`src/rtl/histPkg.sv`:
```
package histPkg;

    localparam int PIXEL_BITS = 2;  // four pixels
    localparam int BIN_BITS   = 4;  // 16 bins per pixel
    localparam int TIME_BITS  = 10;
    localparam int COUNT_BITS = 8;  // saturates at 255
    localparam int ADDR_BITS  = PIXEL_BITS + BIN_BITS;

    // one photon hit as it leaves the TDC
    typedef struct packed {
        logic [PIXEL_BITS-1:0] pixel;
        logic [TIME_BITS-1:0]  timestamp;
    } hit_t;

    // histogram RAM address, pixel in the upper bits
    typedef struct packed {
        logic [PIXEL_BITS-1:0] pixel;
        logic [BIN_BITS-1:0]   bin;
    } binAddr_t;

    // per-pixel result of the scan
    typedef struct packed {
        logic [PIXEL_BITS-1:0] pixel;
        logic [BIN_BITS-1:0]   bin;
        logic [COUNT_BITS-1:0] count;
    } peak_t;

endpackage
```
`src/rtl/histTop.sv`:
```
`timescale 1ns/100ps

module histTop #(
    parameter int binShift     = 6,
    parameter int hitsPerFrame = 200
) (
    input  logic           clk,
    input  logic           res,
    input  logic           start,
    input  logic           hitValid,
    input  histPkg::hit_t  hit,
    output logic           busy,
    output logic           accepting,
    output logic           peakValid,
    output histPkg::peak_t peak,
    output logic           done
);

    logic                           binValid;
    histPkg::binAddr_t              binAddr;
    logic                           scanStart;
    histPkg::binAddr_t              scanAddr;
    logic [histPkg::COUNT_BITS-1:0] scanCount;
    logic                           scanDone;

    assign done = scanDone;  // frame ends with the scan

    hitCapture #(
        .binShift (binShift)
    ) i_hitCapture (
        .clk       (clk),
        .res       (res),
        .hitValid  (hitValid),
        .hit       (hit),
        .accepting (accepting),
        .binValid  (binValid),
        .binAddr   (binAddr)
    );

    histAccumulator #(
        .hitsPerFrame (hitsPerFrame)
    ) i_histAccumulator (
        .clk       (clk),
        .res       (res),
        .start     (start),
        .binValid  (binValid),
        .binAddr   (binAddr),
        .scanAddr  (scanAddr),
        .scanDone  (scanDone),
        .busy      (busy),
        .accepting (accepting),
        .scanStart (scanStart),
        .scanCount (scanCount)
    );

    peakFinder i_peakFinder (
        .clk       (clk),
        .res       (res),
        .scanStart (scanStart),
        .scanCount (scanCount),
        .scanAddr  (scanAddr),
        .peakValid (peakValid),
        .peak      (peak),
        .scanDone  (scanDone)
    );

endmodule

```
`src/rtl/peakFinder.sv`:
```
`timescale 1ns/100ps

module peakFinder (
    input  logic                           clk,
    input  logic                           res,
    input  logic                           scanStart,
    input  logic [histPkg::COUNT_BITS-1:0] scanCount,
    output histPkg::binAddr_t              scanAddr,
    output logic                           peakValid,
    output histPkg::peak_t                 peak,
    output logic                           scanDone
);

    logic                           active;   // addresses being issued
    logic                           rdValid;  // scanCount belongs to rdAddr
    histPkg::binAddr_t              rdAddr;
    logic                           rdLast;
    logic [histPkg::COUNT_BITS-1:0] maxCount;
    logic [histPkg::BIN_BITS-1:0]   maxBin;
    logic                           take;
    logic [histPkg::COUNT_BITS-1:0] bestCount;
    logic [histPkg::BIN_BITS-1:0]   bestBin;

    assign rdLast = (rdAddr.bin == '1);

    // strictly greater, so a tie keeps the lower bin
    assign take      = (scanCount > maxCount);
    assign bestCount = take ? scanCount : maxCount;
    assign bestBin   = take ? rdAddr.bin : maxBin;

    // address walker, pixel 0 to 3, bins 0 to 15
    always_ff @(posedge clk or negedge res) begin
        if (!res) begin
            active   <= 1'b0;
            scanAddr <= '0;
            rdValid  <= 1'b0;
        end else begin
            rdValid <= active;
            if (scanStart) begin
                active   <= 1'b1;
                scanAddr <= '0;
            end else if (active) begin
                scanAddr <= histPkg::binAddr_t'(scanAddr + 1'b1);
                if (scanAddr == '1) begin
                    active <= 1'b0;
                end
            end
        end
    end

    // address of the count coming back from the RAM
    always_ff @(posedge clk) begin
        rdAddr <= scanAddr;
    end

    // running maximum, cleared at each pixel boundary
    always_ff @(posedge clk or negedge res) begin
        if (!res) begin
            maxCount  <= '0;
            maxBin    <= '0;
            peakValid <= 1'b0;
            scanDone  <= 1'b0;
        end else begin
            peakValid <= rdValid & rdLast;
            scanDone  <= peakValid & (peak.pixel == '1);  // after the last pixel
            if (rdValid) begin
                if (rdLast) begin
                    maxCount <= '0;
                    maxBin   <= '0;
                end else begin
                    maxCount <= bestCount;
                    maxBin   <= bestBin;
                end
            end
        end
    end

    always_ff @(posedge clk) begin
        if (rdValid && rdLast) begin
            peak.pixel <= rdAddr.pixel;
            peak.bin   <= bestBin;
            peak.count <= bestCount;
        end
    end

endmodule

```
`src/rtl/histAccumulator.sv`:
```
`timescale 1ns/100ps

module histAccumulator #(
    parameter int hitsPerFrame = 200
) (
    input  logic                           clk,
    input  logic                           res,
    input  logic                           start,
    input  logic                           binValid,
    input  histPkg::binAddr_t              binAddr,
    input  histPkg::binAddr_t              scanAddr,
    input  logic                           scanDone,
    output logic                           busy,
    output logic                           accepting,
    output logic                           scanStart,
    output logic [histPkg::COUNT_BITS-1:0] scanCount
);

    localparam int CNT_BITS = $clog2(hitsPerFrame + 1);

    localparam logic [2:0] IDLE  = 3'd0;
    localparam logic [2:0] CLEAR = 3'd1;
    localparam logic [2:0] ACCUM = 3'd2;
    localparam logic [2:0] DRAIN = 3'd3;
    localparam logic [2:0] SCAN  = 3'd4;

    logic [2:0]                     state;
    histPkg::binAddr_t              clearAddr;
    logic [CNT_BITS-1:0]            hitCount;
    logic                           issue;
    logic                           incValid;  // write stage of the RMW
    histPkg::binAddr_t              incAddr;
    logic                           fwdValid;
    logic [histPkg::COUNT_BITS-1:0] fwdData;
    logic [histPkg::COUNT_BITS-1:0] base;
    logic [histPkg::COUNT_BITS-1:0] incCount;
    logic                           wEnable;
    histPkg::binAddr_t              waddr;
    histPkg::binAddr_t              raddr;
    logic [histPkg::COUNT_BITS-1:0] wdata;
    logic [histPkg::COUNT_BITS-1:0] rdata;

    assign busy      = (state != IDLE);
    assign accepting = (state == ACCUM);

    // a straggler captured in the last accumulate cycle still gets counted in drain
    assign issue = binValid & ((state == ACCUM) | (state == DRAIN));

    // back-to-back hit on the same bin, RAM data is one write behind
    assign base     = fwdValid ? fwdData : rdata;
    assign incCount = (base == '1) ? base : base + 1'b1;  // saturate

    // RAM port muxing
    assign wEnable   = (state == CLEAR) | incValid;
    assign waddr     = (state == CLEAR) ? clearAddr : incAddr;
    assign wdata     = (state == CLEAR) ? '0 : incCount;
    assign raddr     = (state == SCAN) ? scanAddr : binAddr;
    assign scanCount = rdata;

    histRam i_histRam (
        .clk     (clk),
        .wEnable (wEnable),
        .waddr   (waddr),
        .raddr   (raddr),
        .wdata   (wdata),
        .rdata   (rdata)
    );

    // frame FSM
    always_ff @(posedge clk or negedge res) begin
        if (!res) begin
            state     <= IDLE;
            clearAddr <= '0;
            hitCount  <= '0;
            scanStart <= 1'b0;
        end else begin
            scanStart <= 1'b0;
            case (state)
                IDLE: begin
                    if (start) begin
                        state     <= CLEAR;
                        clearAddr <= '0;
                    end
                end
                CLEAR: begin  // one zero word per cycle
                    clearAddr <= histPkg::binAddr_t'(clearAddr + 1'b1);
                    if (clearAddr == '1) begin
                        state    <= ACCUM;
                        hitCount <= '0;
                    end
                end
                ACCUM: begin
                    if (binValid) begin
                        hitCount <= hitCount + 1'b1;
                        if (hitCount == CNT_BITS'(hitsPerFrame - 1)) begin
                            state <= DRAIN;
                        end
                    end
                end
                DRAIN: begin
                    // no read left to issue, the final write is in this cycle
                    if (!binValid) begin
                        state     <= SCAN;
                        scanStart <= 1'b1;
                    end
                end
                SCAN: begin
                    if (scanDone) begin
                        state <= IDLE;
                    end
                end
                default: state <= IDLE;
            endcase
        end
    end

    // read-modify-write pipeline control
    always_ff @(posedge clk or negedge res) begin
        if (!res) begin
            incValid <= 1'b0;
            fwdValid <= 1'b0;
        end else begin
            incValid <= issue;
            fwdValid <= issue & incValid & (binAddr == incAddr);
        end
    end

    always_ff @(posedge clk) begin
        incAddr <= binAddr;
        fwdData <= wdata;  // value just written, for the next hit
    end

endmodule

```
`src/rtl/histRam.sv`:
```
`timescale 1ns/100ps

module histRam (
    input  logic                           clk,
    input  logic                           wEnable,
    input  histPkg::binAddr_t              waddr,
    input  histPkg::binAddr_t              raddr,
    input  logic [histPkg::COUNT_BITS-1:0] wdata,
    output logic [histPkg::COUNT_BITS-1:0] rdata
);

    localparam int DEPTH = 2 ** histPkg::ADDR_BITS;

    logic [histPkg::COUNT_BITS-1:0] mem [DEPTH];

    // write port
    always_ff @(posedge clk) begin
        if (wEnable) begin
            mem[waddr] <= wdata;
        end
    end

    // registered read, returns the old word on a same-address write
    always_ff @(posedge clk) begin
        rdata <= mem[raddr];
    end

endmodule

```
`src/rtl/hitCapture.sv`:
```
`timescale 1ns/100ps

module hitCapture #(
    parameter int binShift = 6  // low timestamp bits dropped
) (
    input  logic              clk,
    input  logic              res,
    input  logic              hitValid,
    input  histPkg::hit_t     hit,
    input  logic              accepting,
    output logic              binValid,
    output histPkg::binAddr_t binAddr
);

    logic                          take;
    logic [histPkg::BIN_BITS-1:0]  binField;
    histPkg::binAddr_t             nextAddr;

    // only hits seen while the accumulator listens
    assign take = hitValid & accepting;

    // coarse time bin, a window of the timestamp
    assign binField = hit.timestamp[binShift +: histPkg::BIN_BITS];

    always_comb begin
        nextAddr.pixel = hit.pixel;
        nextAddr.bin   = binField;
    end

    // strobe, one cycle behind hitValid
    always_ff @(posedge clk or negedge res) begin
        if (!res) begin
            binValid <= 1'b0;
        end else begin
            binValid <= take;
        end
    end

    // address register, loaded only on an accepted hit
    always_ff @(posedge clk) begin
        if (take) begin
            binAddr <= nextAddr;
        end
    end

endmodule

```
`config.mk`:
```
export PLATFORM = sky130hd
export DESIGN_NAME = histTop
export DESIGN_NICKNAME = d
export VERILOG_FILES = /design/src/rtl/histPkg.sv /design/src/rtl/histTop.sv /design/src/rtl/peakFinder.sv /design/src/rtl/histAccumulator.sv /design/src/rtl/histRam.sv /design/src/rtl/hitCapture.sv
export SDC_FILE = /design/constraint.sdc
export NUM_CORES = 1
export LEC_CHECK = 0
export ABC_CLOCK_PERIOD_IN_PS = 5300
export CORE_MARGIN = 2
export CORE_UTILIZATION = 45
export DETAILED_ROUTE_END_ITERATION = 16
export DONT_BUFFER_PORTS = 1
export GPL_TIMING_DRIVEN = 0
export PLACE_DENSITY_LB_ADDON = 0.3
export SYNTH_ARGS = -nofsm -noshare
export SYNTH_HDL_FRONTEND = slang
export SYNTH_SLANG_ARGS = --single-unit
export TNS_END_PERCENT = 100
```
`constraint.sdc`:
```
create_clock -name clk -period 5.3 [get_ports clk]
set_input_delay 0.795 -clock clk [delete_from_list [all_inputs] [get_ports clk]]
set_output_delay 0.795 -clock clk [all_outputs]
set_load 0.01 [all_outputs]
```
; ---- After elaboration in Yosys (flattened, before gate mapping)
; Memory sizes are Yosys's and may differ from the RTL's. A register that Yosys moved wholly into a read port is not among the register bits.
; Cells that the tools add are included.
; Widths: inputs -> output; s select.
[op_classes]
add_sub_neg = 4
n_lt_le_gt_ge = 1
eq_ne = 17
mux = 30
bitwise = 8
reduce_logical = 9
[ops]
columns = operator, count
row1 = $mux 8, 7
row2 = $mux 6, 5
row3 = $mux 3, 6
row4 = $add 8x1->8 const B, 2
row5 = $eq 8x8->1 const B, 2
row6 = $pmux 8 s2, 1
row7 = $pmux 3 s5, 1
row8 = $add 6x1->6 const B, 2
row9 = $eq 6x6->1 const B, 2
row10 = $pmux 6 s2, 1
row11 = $gt 8x8->1, 1
row12 = $mux 4, 2
row13 = $ne 2x2->1 const B, 4
row14 = $mux 1, 7
row15 = $and 1x1->1, 6
row16 = $eq 3x2->1 const B, 2
row17 = $eq 6x6->1, 1
row18 = $reduce_and 6->1, 1
row19 = $reduce_bool 2->1, 3
row20 = $eq 4x4->1 const B, 1
row21 = $ne 2x1->1 const B, 2
row22 = $eq 3x1->1 const B, 1
row23 = $eq 3x3->1 const B, 1
row24 = $logic_not 3->1, 1
row25 = 6 further kinds, 7
[totals]
ff_bits = 83
mem_bits_rw = 512
output_inout_bits = 18
elab_cells = 96
memories = 1
[memory_table]
columns = memory, depth, width, rd, rd_clocked_by_memory_dff, write_ports, line
row1 = i_histAccumulator.i_histRam.mem, 64, 8, 1, 1, 1, histRam.sv:14  ; logic [histPkg::COUNT_BITS-1:0] mem [DEPTH];

; ---- Depth between registers and ports, before layout
; Gate-level depths: netlist of the first run.
[logic_depth]
depth_word = 5
mapped_depth = 11

; ---- Hierarchy
; A second synthesis of the first run with hierarchy kept.
[unflattened]
hier_cells = 1285
area_unflattened_um2 = 24134.4
[by_module_without_submodules]
columns = mod, n_inst, cells_per_inst, area_each_um2, seq_area_each_um2
row1 = histRam, 1, 940, 20166.8, 15534.9
row2 = histAccumulator, 1, 210, 1931.9, 780.7
row3 = peakFinder, 1, 127, 1824.2, 1091.0
row4 = hitCapture, 1, 8, 211.5, 205.2

; ---- Worst setup path before layout of the first run
; OpenSTA, ideal clock, no wires.
[synth_timing]
kind = register to register
startpoint = register i_histAccumulator.fwdValid
endpoint = memory i_histAccumulator.i_histRam.mem[0][7] (netlist name) (data pin)
setup_time_ps = 775
arrival_ps = 4502
setup_slack_ps = 23
path_stages_with_launch = 10
n_path_buf = 2
period_less_slack_ps = 5277
path_cell_list = dfrtp_1 clkbuf_1 buf_1 nand2_1 o21ai_0 ha_1 inv_1 a211oi_1 nor2_1 a311oi_1
[synth_between]
elab_chain_len = 4
elab_cells_between_ends = 5
classes_between = add/sub (1) / eq/ne (1) / mux (3)
[synth_rtl]
columns = item, line
row1 = "start, declared", histAccumulator.sv:33  ; logic fwdValid;
row2 = "start signal, assigned", histAccumulator.sv:124  ; fwdValid <= issue & incValid & (binAddr == incAddr);
row3 = $mux 8 (*), histAccumulator.sv:50  ; assign base = fwdValid ? fwdData : rdata;
row4 = $add 8x1->8 / $eq 8x8->1 (equally long branches), histAccumulator.sv:51  ; assign incCount = (base == '1) ? base : base + 1'b1;
row5 = $mux 8 (*), histAccumulator.sv:51
row6 = $mux 8 (*), histAccumulator.sv:56  ; assign wdata = (state == CLEAR) ? '0 : incCount;
row7 = via i_histAccumulator.i_histRam.wdata (one bit), histRam.sv:8  ; input logic [histPkg::COUNT_BITS-1:0] wdata,
row8 = "end, declared", histRam.sv:14
; Mark *: on every way through the listed nets, which the timed path passes. The rest lies on a longest branch.

; ---- Worst setup path after layout of the first run
[layout_timing]
startpoint = register i_histAccumulator.state[1]
endpoint = register i_histAccumulator.i_histRam.rdata[1] (netlist name) (read register of i_histAccumulator.i_histRam.mem)
[layout_between]
elab_chain_len = 2
[layout_rtl]
columns = item, line
row1 = "start, declared", histAccumulator.sv:27  ; logic [2:0] state;
row2 = "start signal, assigned", histAccumulator.sv:72  ; state <= IDLE;
row3 = "start signal, assigned", histAccumulator.sv:81  ; state <= CLEAR;
row4 = "start signal, assigned", histAccumulator.sv:88  ; state <= ACCUM;
row5 = $eq 3x3->1, histAccumulator.sv:57  ; assign raddr = (state == SCAN) ? scanAddr : binAddr;
row6 = $mux 6, histAccumulator.sv:57
row7 = "end, declared", histRam.sv:9  ; output logic [histPkg::COUNT_BITS-1:0] rdata
; No other way between the ends.
; A chain may end at the register's enable or synchronous reset.

==> qor.yml, run 1 <==
status: "finished clean"
wl_mm: 67.49
p_int_mw: 10.67
ir_worst_vdd_uv: 473.1
finalCriticalPeriod_ps: 4274
cts.htree.levels: 3
rrSetupSlack_ps: 1030
grt_pass1_wl_mm: 100.7
wl_per_cell_um: 25.15
drcViolationCount: 0
post_cts_buffers: 0
synthMuxAreaShare_pct: 1.349
initialDrtViolationCount: 1817
dieHeight_um: 239.5
ff2ff_path_depth: 9
synth_seq_cells: 603
yosysTopAreaCell: "edfxtp_1"
clkPwrFrac_pct: 26.7
post-route-util_pct: 51.64
placed_area_um2: 26330
synthArstFlopShare_pct: 7.131
die_w_um: 239.5
hpwl_mm: 47.68
grt_pass1_vias: 15860
cts_tree: "done"
max_stage_delay_ps: 890
setup_viol: 0
synth-simple-area-share_pct: 10.03
synth_ff_type: "edfxtp_1"
grt_usage_pct: 23.82
die_area_um2: 57360
crit_chain: "or3b_1 > buf_2 > mux2_2 > clkbuf_1 > clkbuf_1 > a221oi_1 > o21ai_0 > o2111ai_1 > nor4_1"
grt_remaining_overflow: 0
crit_required_ps: 5710
fin_nets: 1913
power.leakage_nw: 9.400
place.gp.congestion: 0.9582
power_switching_mw: 5.645
comb_power_share_pct: 31.2
ys.warnings.count: 0
ys_top_cells_by_area: "edfxtp_1 (64%), a221oi_1 (6.7%), nor2b_1 (5.1%)"
vias_per_cell: 6.016
core_area_um2: 54990
power.density_nw_per_um2: 574.8
yosysUniqueCellTypes: 55
synthToLayoutAreaGrowth_pct: 13.77
pwr-share-seq_pct: 42.0
min_path_type: "in2async"
syn_inst: 1800
syn_avg_cell_area_um2: 13.86
synth_compound_gate_area_share_pct: 13.99
first_pass_iters: 8
finalHoldViolCount: 0
synth-edff-count: 532
clk_pin_slew_ps: 60
cp.arrival_ps: 4680
syn_nets: 1828
swShare_pct: 34.59
startpoint_type: "flop"
tightest_slew_ps: 1148
cts.sinks: 603
worstSetupPathType: "reg2reg"
grt_start_max_net_pins: 44
synthTopCellsByCount: "edfxtp_1 (532), nor2b_1 (202), a221oi_1 (192)"
drv_cap: 0
endpoint_kind: "flop"
antenna_found_initial: 1
rsz0062_at_grt: "false"
synth_most_common_cell: "edfxtp_1"
drtAntennaViolNets: 0
synth_top_family_by_area: "compound AO/OA/AOI/OAI gates"
slew_headroom_pct: 23.28
stdcell_area_um2: 28390
crit_top_cell: "clkbuf_1"
synth-xor-area-share_pct: 0.7721
start_util_pct: 45.39
max_freq_mhz: 233.9
synth_top_area_share_pct: 64.01
netlist_area_um2: 24960
clockRootBuffer: "clkbuf_16"
fin_crit_sh_pct: 80.65
cts_made_buffers: 66
clk_latency_ps: 620
cts.path.max_buffers: 3
path_max_fanout: 10
num_vias: 16140
ios: 34
drive_gt1_share_pct: 8.992
ys_seq_area_share_pct: 70.57
crit_path_top_delay_cell: "nor4_1"
slew_viol_final: 0
io_buffers: 0
rows: 86
synth_fa_ha_area_share_pct: 0.6016
antenna_cells: 0
finClkSkew_ps: 31.77
==> logic make-up after synthesis <==
kind of cell             count (synthesis)
XOR/XNOR                                22
adder cells (fa/ha/maj)                 12
flip-flops                             603
multiplexers                            33
buffers and inverters                  157
AO/OA/AOI/OAI                          491
AND/OR/NAND/NOR                        482
==> worst max-delay path: cells and delay by family (launching register included) <==
family          cells  cell delay (ps)
buf+inv             3             1300
mux                 1              260
simple gates        2             1270
compound gates      3              860
flops               1              390
==> final timing paths <==
| kind | start | endpoint |
|---|---|---|
| max | i_histAccumulator.state[1] | i_histAccumulator.i_histRam.rdata[1] |
| min | res | i_peakFinder.scanAddr[4] |
| max reg2reg | i_histAccumulator.state[1] | i_histAccumulator.i_histRam.rdata[1] |
| min reg2reg | i_peakFinder.active | i_peakFinder.rdValid |
| max in group asynchronous | res | i_histAccumulator.clearAddr[2] |
| min in group clk | hit[7] | i_hitCapture.binAddr[1] |
==> state kept, by name (all words and copies together), names as in the netlist, 3 cells and up <==
name	flops
i_peakFinder.maxCount	8
i_histAccumulator.fwdData	8
i_histAccumulator.incAddr	6
i_hitCapture.binAddr	6
i_peakFinder.peak	14
i_peakFinder.maxBin	4
i_histAccumulator.clearAddr	6
i_histAccumulator.i_histRam.rdata	8
i_peakFinder.rdAddr	6
i_histAccumulator.hitCount	8
i_peakFinder.scanAddr	6
i_histAccumulator.state	3
i_histAccumulator.i_histRam.mem	512
==> cells in the final DEF, fill, tap and decap left out, types with 13 or more instances in the layout <==
| cell type | instances |
|---|---|
| clkinv_2 | 13 |
| a21oi_1 | 70 |
| nand2_1 | 105 |
| xor2_1 | 13 |
| buf_2 | 30 |
| inv_1 | 31 |
| mux2i_1 | 28 |
| nor2b_1 | 202 |
| o21ai_0 | 115 |
| a22oi_1 | 33 |
| dfrtp_1 | 43 |
| edfxtp_1 | 532 |
| o2111ai_1 | 32 |
| nor2_1 | 102 |
| clkbuf_16 | 69 |
| a221oi_1 | 192 |
| dfxtp_1 | 28 |
| clkbuf_1 | 95 |
==> power by group through the flow <==
| stage | Clock [mW] | Sequential (mW) | Combinational (mW) |
|---|---|---|---|
| floorplan | 0 | 7.00 | 2.53 |
| global placement | 0 | 6.93 | 3.89 |
| detailed placement | 0 | 6.95 | 5.00 |
| CTS | 4.41 | 6.85 | 5.03 |
| global route | 4.60 | 6.89 | 5.44 |
| finish | 4.36 | 6.86 | 5.10 |
==> final cells by class <==
cell class | instances | area (um2)
sequential | 603 | 17610
inverter | 31 | 116.4
clock buffer | 86 | 1790
timing repair buffer | 17 | 385.4
fill | 4510 | 26590
multi-input combinational | 1040 | 6750
tap | 748 | 935.9
clock inverter | 32 | 246.5
buffer | 126 | 555.5
==> stage by stage <==
step	setup WS, ps	std cells	hold slack [ps]	total power [mW]	setup TNS (ps)
2_1_floorplan	22.74	1800	342.7	9.527	0
3_3_place_gp	-5135	2548	362.7	10.82	-1106100
3_5_place_dp	1206	2564	368.7	11.96	0
4_1_cts	1188	2683	31.53	16.30	0
5_1_grt	1042	2683	40.99	16.93	0
6_report	1026	2683	42.37	16.32	0
==> metal layers <==
metal / share of wire (%) / GRT usage, % / vias up
met1: 42 / 32.98 / 8040
met2: 46 / 37.70 / 785
met4: 3.2 / 8.239 / 0
met5: 0 / 0 / -
met3: 8.4 / 4.668 / 133
li1: - / - / 7183
==> repair_timing <==
| action | CTS | global route |
|---|---|---|
| hold buffers | 1 | 0 |
| hold endpoints to repair | 43 | 0 |
| gates resized for setup | 0 | 0 |
(Power assumes the default switching activity.)
==> inputs of run 2 (changes only) <==
--- a/config.mk
+++ b/config.mk
@@ -5,7 +5,7 @@
 export SDC_FILE = /design/constraint.sdc
 export NUM_CORES = 1
 export LEC_CHECK = 0
-export ABC_CLOCK_PERIOD_IN_PS = 5300
+export ABC_CLOCK_PERIOD_IN_PS = 4500
 export CORE_MARGIN = 2
 export CORE_UTILIZATION = 45
 export DETAILED_ROUTE_END_ITERATION = 16
==> constraint.sdc (replaced) <==
create_clock -name clk -period 4.5 [get_ports clk]
set_input_delay 0.675 -clock clk [delete_from_list [all_inputs] [get_ports clk]]
set_output_delay 0.675 -clock clk [all_outputs]
set_load 0.01 [all_outputs]
==> qor.yml, run 2 (synthesized netlist as in run 1, its figures left out) <==
synthToLayoutAreaGrowth_pct: 13.55  # was 13.77%
regArea_um2: 17610  # unchanged
top_regs: "i_histAccumulator.i_histRam.mem (512), i_peakFinder.peak (14)"  # unchanged
drtAntennaViolNets: 0  # unchanged
cts.path.max_buffers: 3  # unchanged
fin_crit_sh_pct: 101.6  # was 80.65%
cts_tree: "done"  # unchanged
rows: 86  # unchanged
fin_nets: 1908  # was 1913
wl_per_cell_um: 26.16  # was 25.15 um
multi_input_area_um2: 6756  # was 6750 um2
antenna_found_initial: 2  # was 1
cts.sinks: 603  # unchanged
layout_common_cells: "edfxtp_1 (532), nor2b_1 (202), a221oi_1 (192)"  # unchanged
initialDrtViolationCount: 1999  # was 1817
power.leakage_nw: 9.362  # was 9.400 nW
total_power_mw: 19.18  # was 16.32 mW
drv_cap: 0  # unchanged
regMostFlops: "i_histAccumulator.i_histRam.mem"  # unchanged
rsz0062_at_grt: "false"  # unchanged
fillCellCount: 4595  # was 4510
crit_top_cell: "clkbuf_1"  # unchanged
tightest_slew_ps: 1195  # was 1148 ps
endpoint_kind: "flop"  # unchanged
post_cts_buffers: 0  # unchanged
setup_viol: 2  # was 0
antenna_cells: 0  # unchanged
post-route-util_pct: 51.54  # was 51.64%
grt_start_max_net_pins: 44  # unchanged
drcViolationCount: 0  # unchanged
status: "finished, violations left"  # was finished clean
layout_commonest_cell: "edfxtp_1"  # unchanged
cp.arrival_ps: 5000  # was 4680 ps
ir_worst_vdd_uv: 532.9  # was 473.1 uV
slew_viol_final: 0  # unchanged
clockRootBuffer: "clkbuf_16"  # unchanged
drive_gt1_share_pct: 8.761  # was 8.992%
wl_mm: 70.04  # was 67.49 mm
max_stage_delay_ps: 920  # was 890 ps
ios: 34  # unchanged
post-place-ws_ps: -188.8  # was 1206 ps
grt_remaining_overflow: 0  # unchanged
crit_family: "buffers and inverters"  # unchanged
finalHoldViolCount: 0  # unchanged
io_buffers: 0  # unchanged
grt_pass1_wl_mm: 103.3  # was 100.7 mm
vias_per_cell: 6.158  # was 6.016
largest_reg_flops: 512  # unchanged
timing.final.ws_setup_ps: -69.93  # was 1026 ps
clk_latency_ps: 620  # about the same
finalCriticalPeriod_ps: 4570  # was 4274 ps
cts_made_buffers: 60  # was 66
start_util_pct: 45.39  # unchanged
finClkSkew_ps: 14.49  # was 31.77 ps
crit_required_ps: 4930  # was 5710 ps
power.density_nw_per_um2: 676.8  # was 574.8 nW/um2
path_max_fanout: 10  # unchanged
num_vias: 16490  # was 16.14k
crit_chain: "or3b_1 > buf_2 > mux2_2 > clkbuf_1 > clkbuf_1 > a221oi_1 > o21ai_1 > o2111ai_1 > nor4_1"  # was or3b_1 > buf_2 > mux2_2 > clkbuf_1 > clkbuf_1 > a221oi_1 > o21ai_0 > o2111ai_1 > nor4_1
failed_checks: "setup timing"
grt_pass1_vias: 15980  # was 15.86k
crit_buf_inv: 3  # unchanged
cts.htree.levels: 2  # was 3
clk_pin_slew_ps: 60  # about the same
first_pass_iters: 7  # was 8
startpoint_type: "flop"  # unchanged
core_area_um2: 54990  # unchanged
crit_path_top_delay_cell: "nor4_1"  # unchanged
place.gp.congestion: 0.9523  # was 0.9582
die_area_um2: 57360  # unchanged
min_path_type: "in2reg"  # was in2async
hpwl_mm: 48.51  # was 47.68 mm
die_w_um: 239.5  # unchanged
slew_headroom_pct: 20.17  # was 23.28%
worstSetupPathType: "reg2reg"  # unchanged
grt_usage_pct: 24.48  # was 23.82%
max_freq_mhz: 218.8  # was 233.9 MHz
dieHeight_um: 239.5  # unchanged
==> run 2: layer usage <==
layer,wire [um],vias up,GRT usage (%)
met1,27990,8247,32.56
li1,-,7171,-
met3,6829,187,5.589
met4,3363,2,11.04
met2,31850,878,38.48
met5,13,-,0
==> run 2: path summary, 6_finish.rpt <==
path	startpoint	endpoint	slack, ps	depth (start not counted)
hold reg to reg	i_peakFinder.active	i_peakFinder.rdValid	370	0
setup reg to reg	i_histAccumulator.state[1]	i_histAccumulator.i_histRam.rdata[1]	-70	9
setup / recovery	i_histAccumulator.state[1]	i_histAccumulator.i_histRam.rdata[1]	-70	9
min in group asynchronous	res	i_histAccumulator.scanStart	610	2
hold / removal	hit[9]	i_hitCapture.binAddr[3]	150	0
max in group asynchronous	res	i_peakFinder.maxBin[0]	3700	2
==> run 2: through the flow <==
stage / area, um2 / std cells / TNS [ps] / hold slack [ps]
after global placement: 25900 / 2548 / -1380020 / 360.7
after CTS: 28340 / 2677 / 0 / 128.6
after floorplan: 24960 / 1800 / 0 / 342.7
after global routing: 28340 / 2677 / 0 / 130.1
final: 28340 / 2677 / -120.6 / 155.0
after detailed placement: 26350 / 2564 / -243.8 / 363.4
==> run 2: cell type report <==
type                       instances  share of cell area [%]
clock inverter                    40                   1.342
sequential                       603                   62.15
tap                              748                   3.303
buffer                           126                   1.960
inverter                          31                  0.4106
multi-input combinational       1040                   23.84
timing repair buffer              18                   1.475
clock buffer                      71                   5.519
==> run 2: where the power goes <==
group,leakage (nW),switching [mW],total [mW],internal [mW]
Combinational,2.82,4.31,6.11,1.80
Sequential,5.59,0.213,8.08,7.87
Clock,0.948,2.11,4.98,2.87
==> run 2: what timing repair did <==
action,CTS,global route
endpoints found under the hold margin,43,0
pin swaps,0,0
setup endpoints to repair,2,1
cloned,0,0
gates resized for setup,2,1
hold buffers,2,0
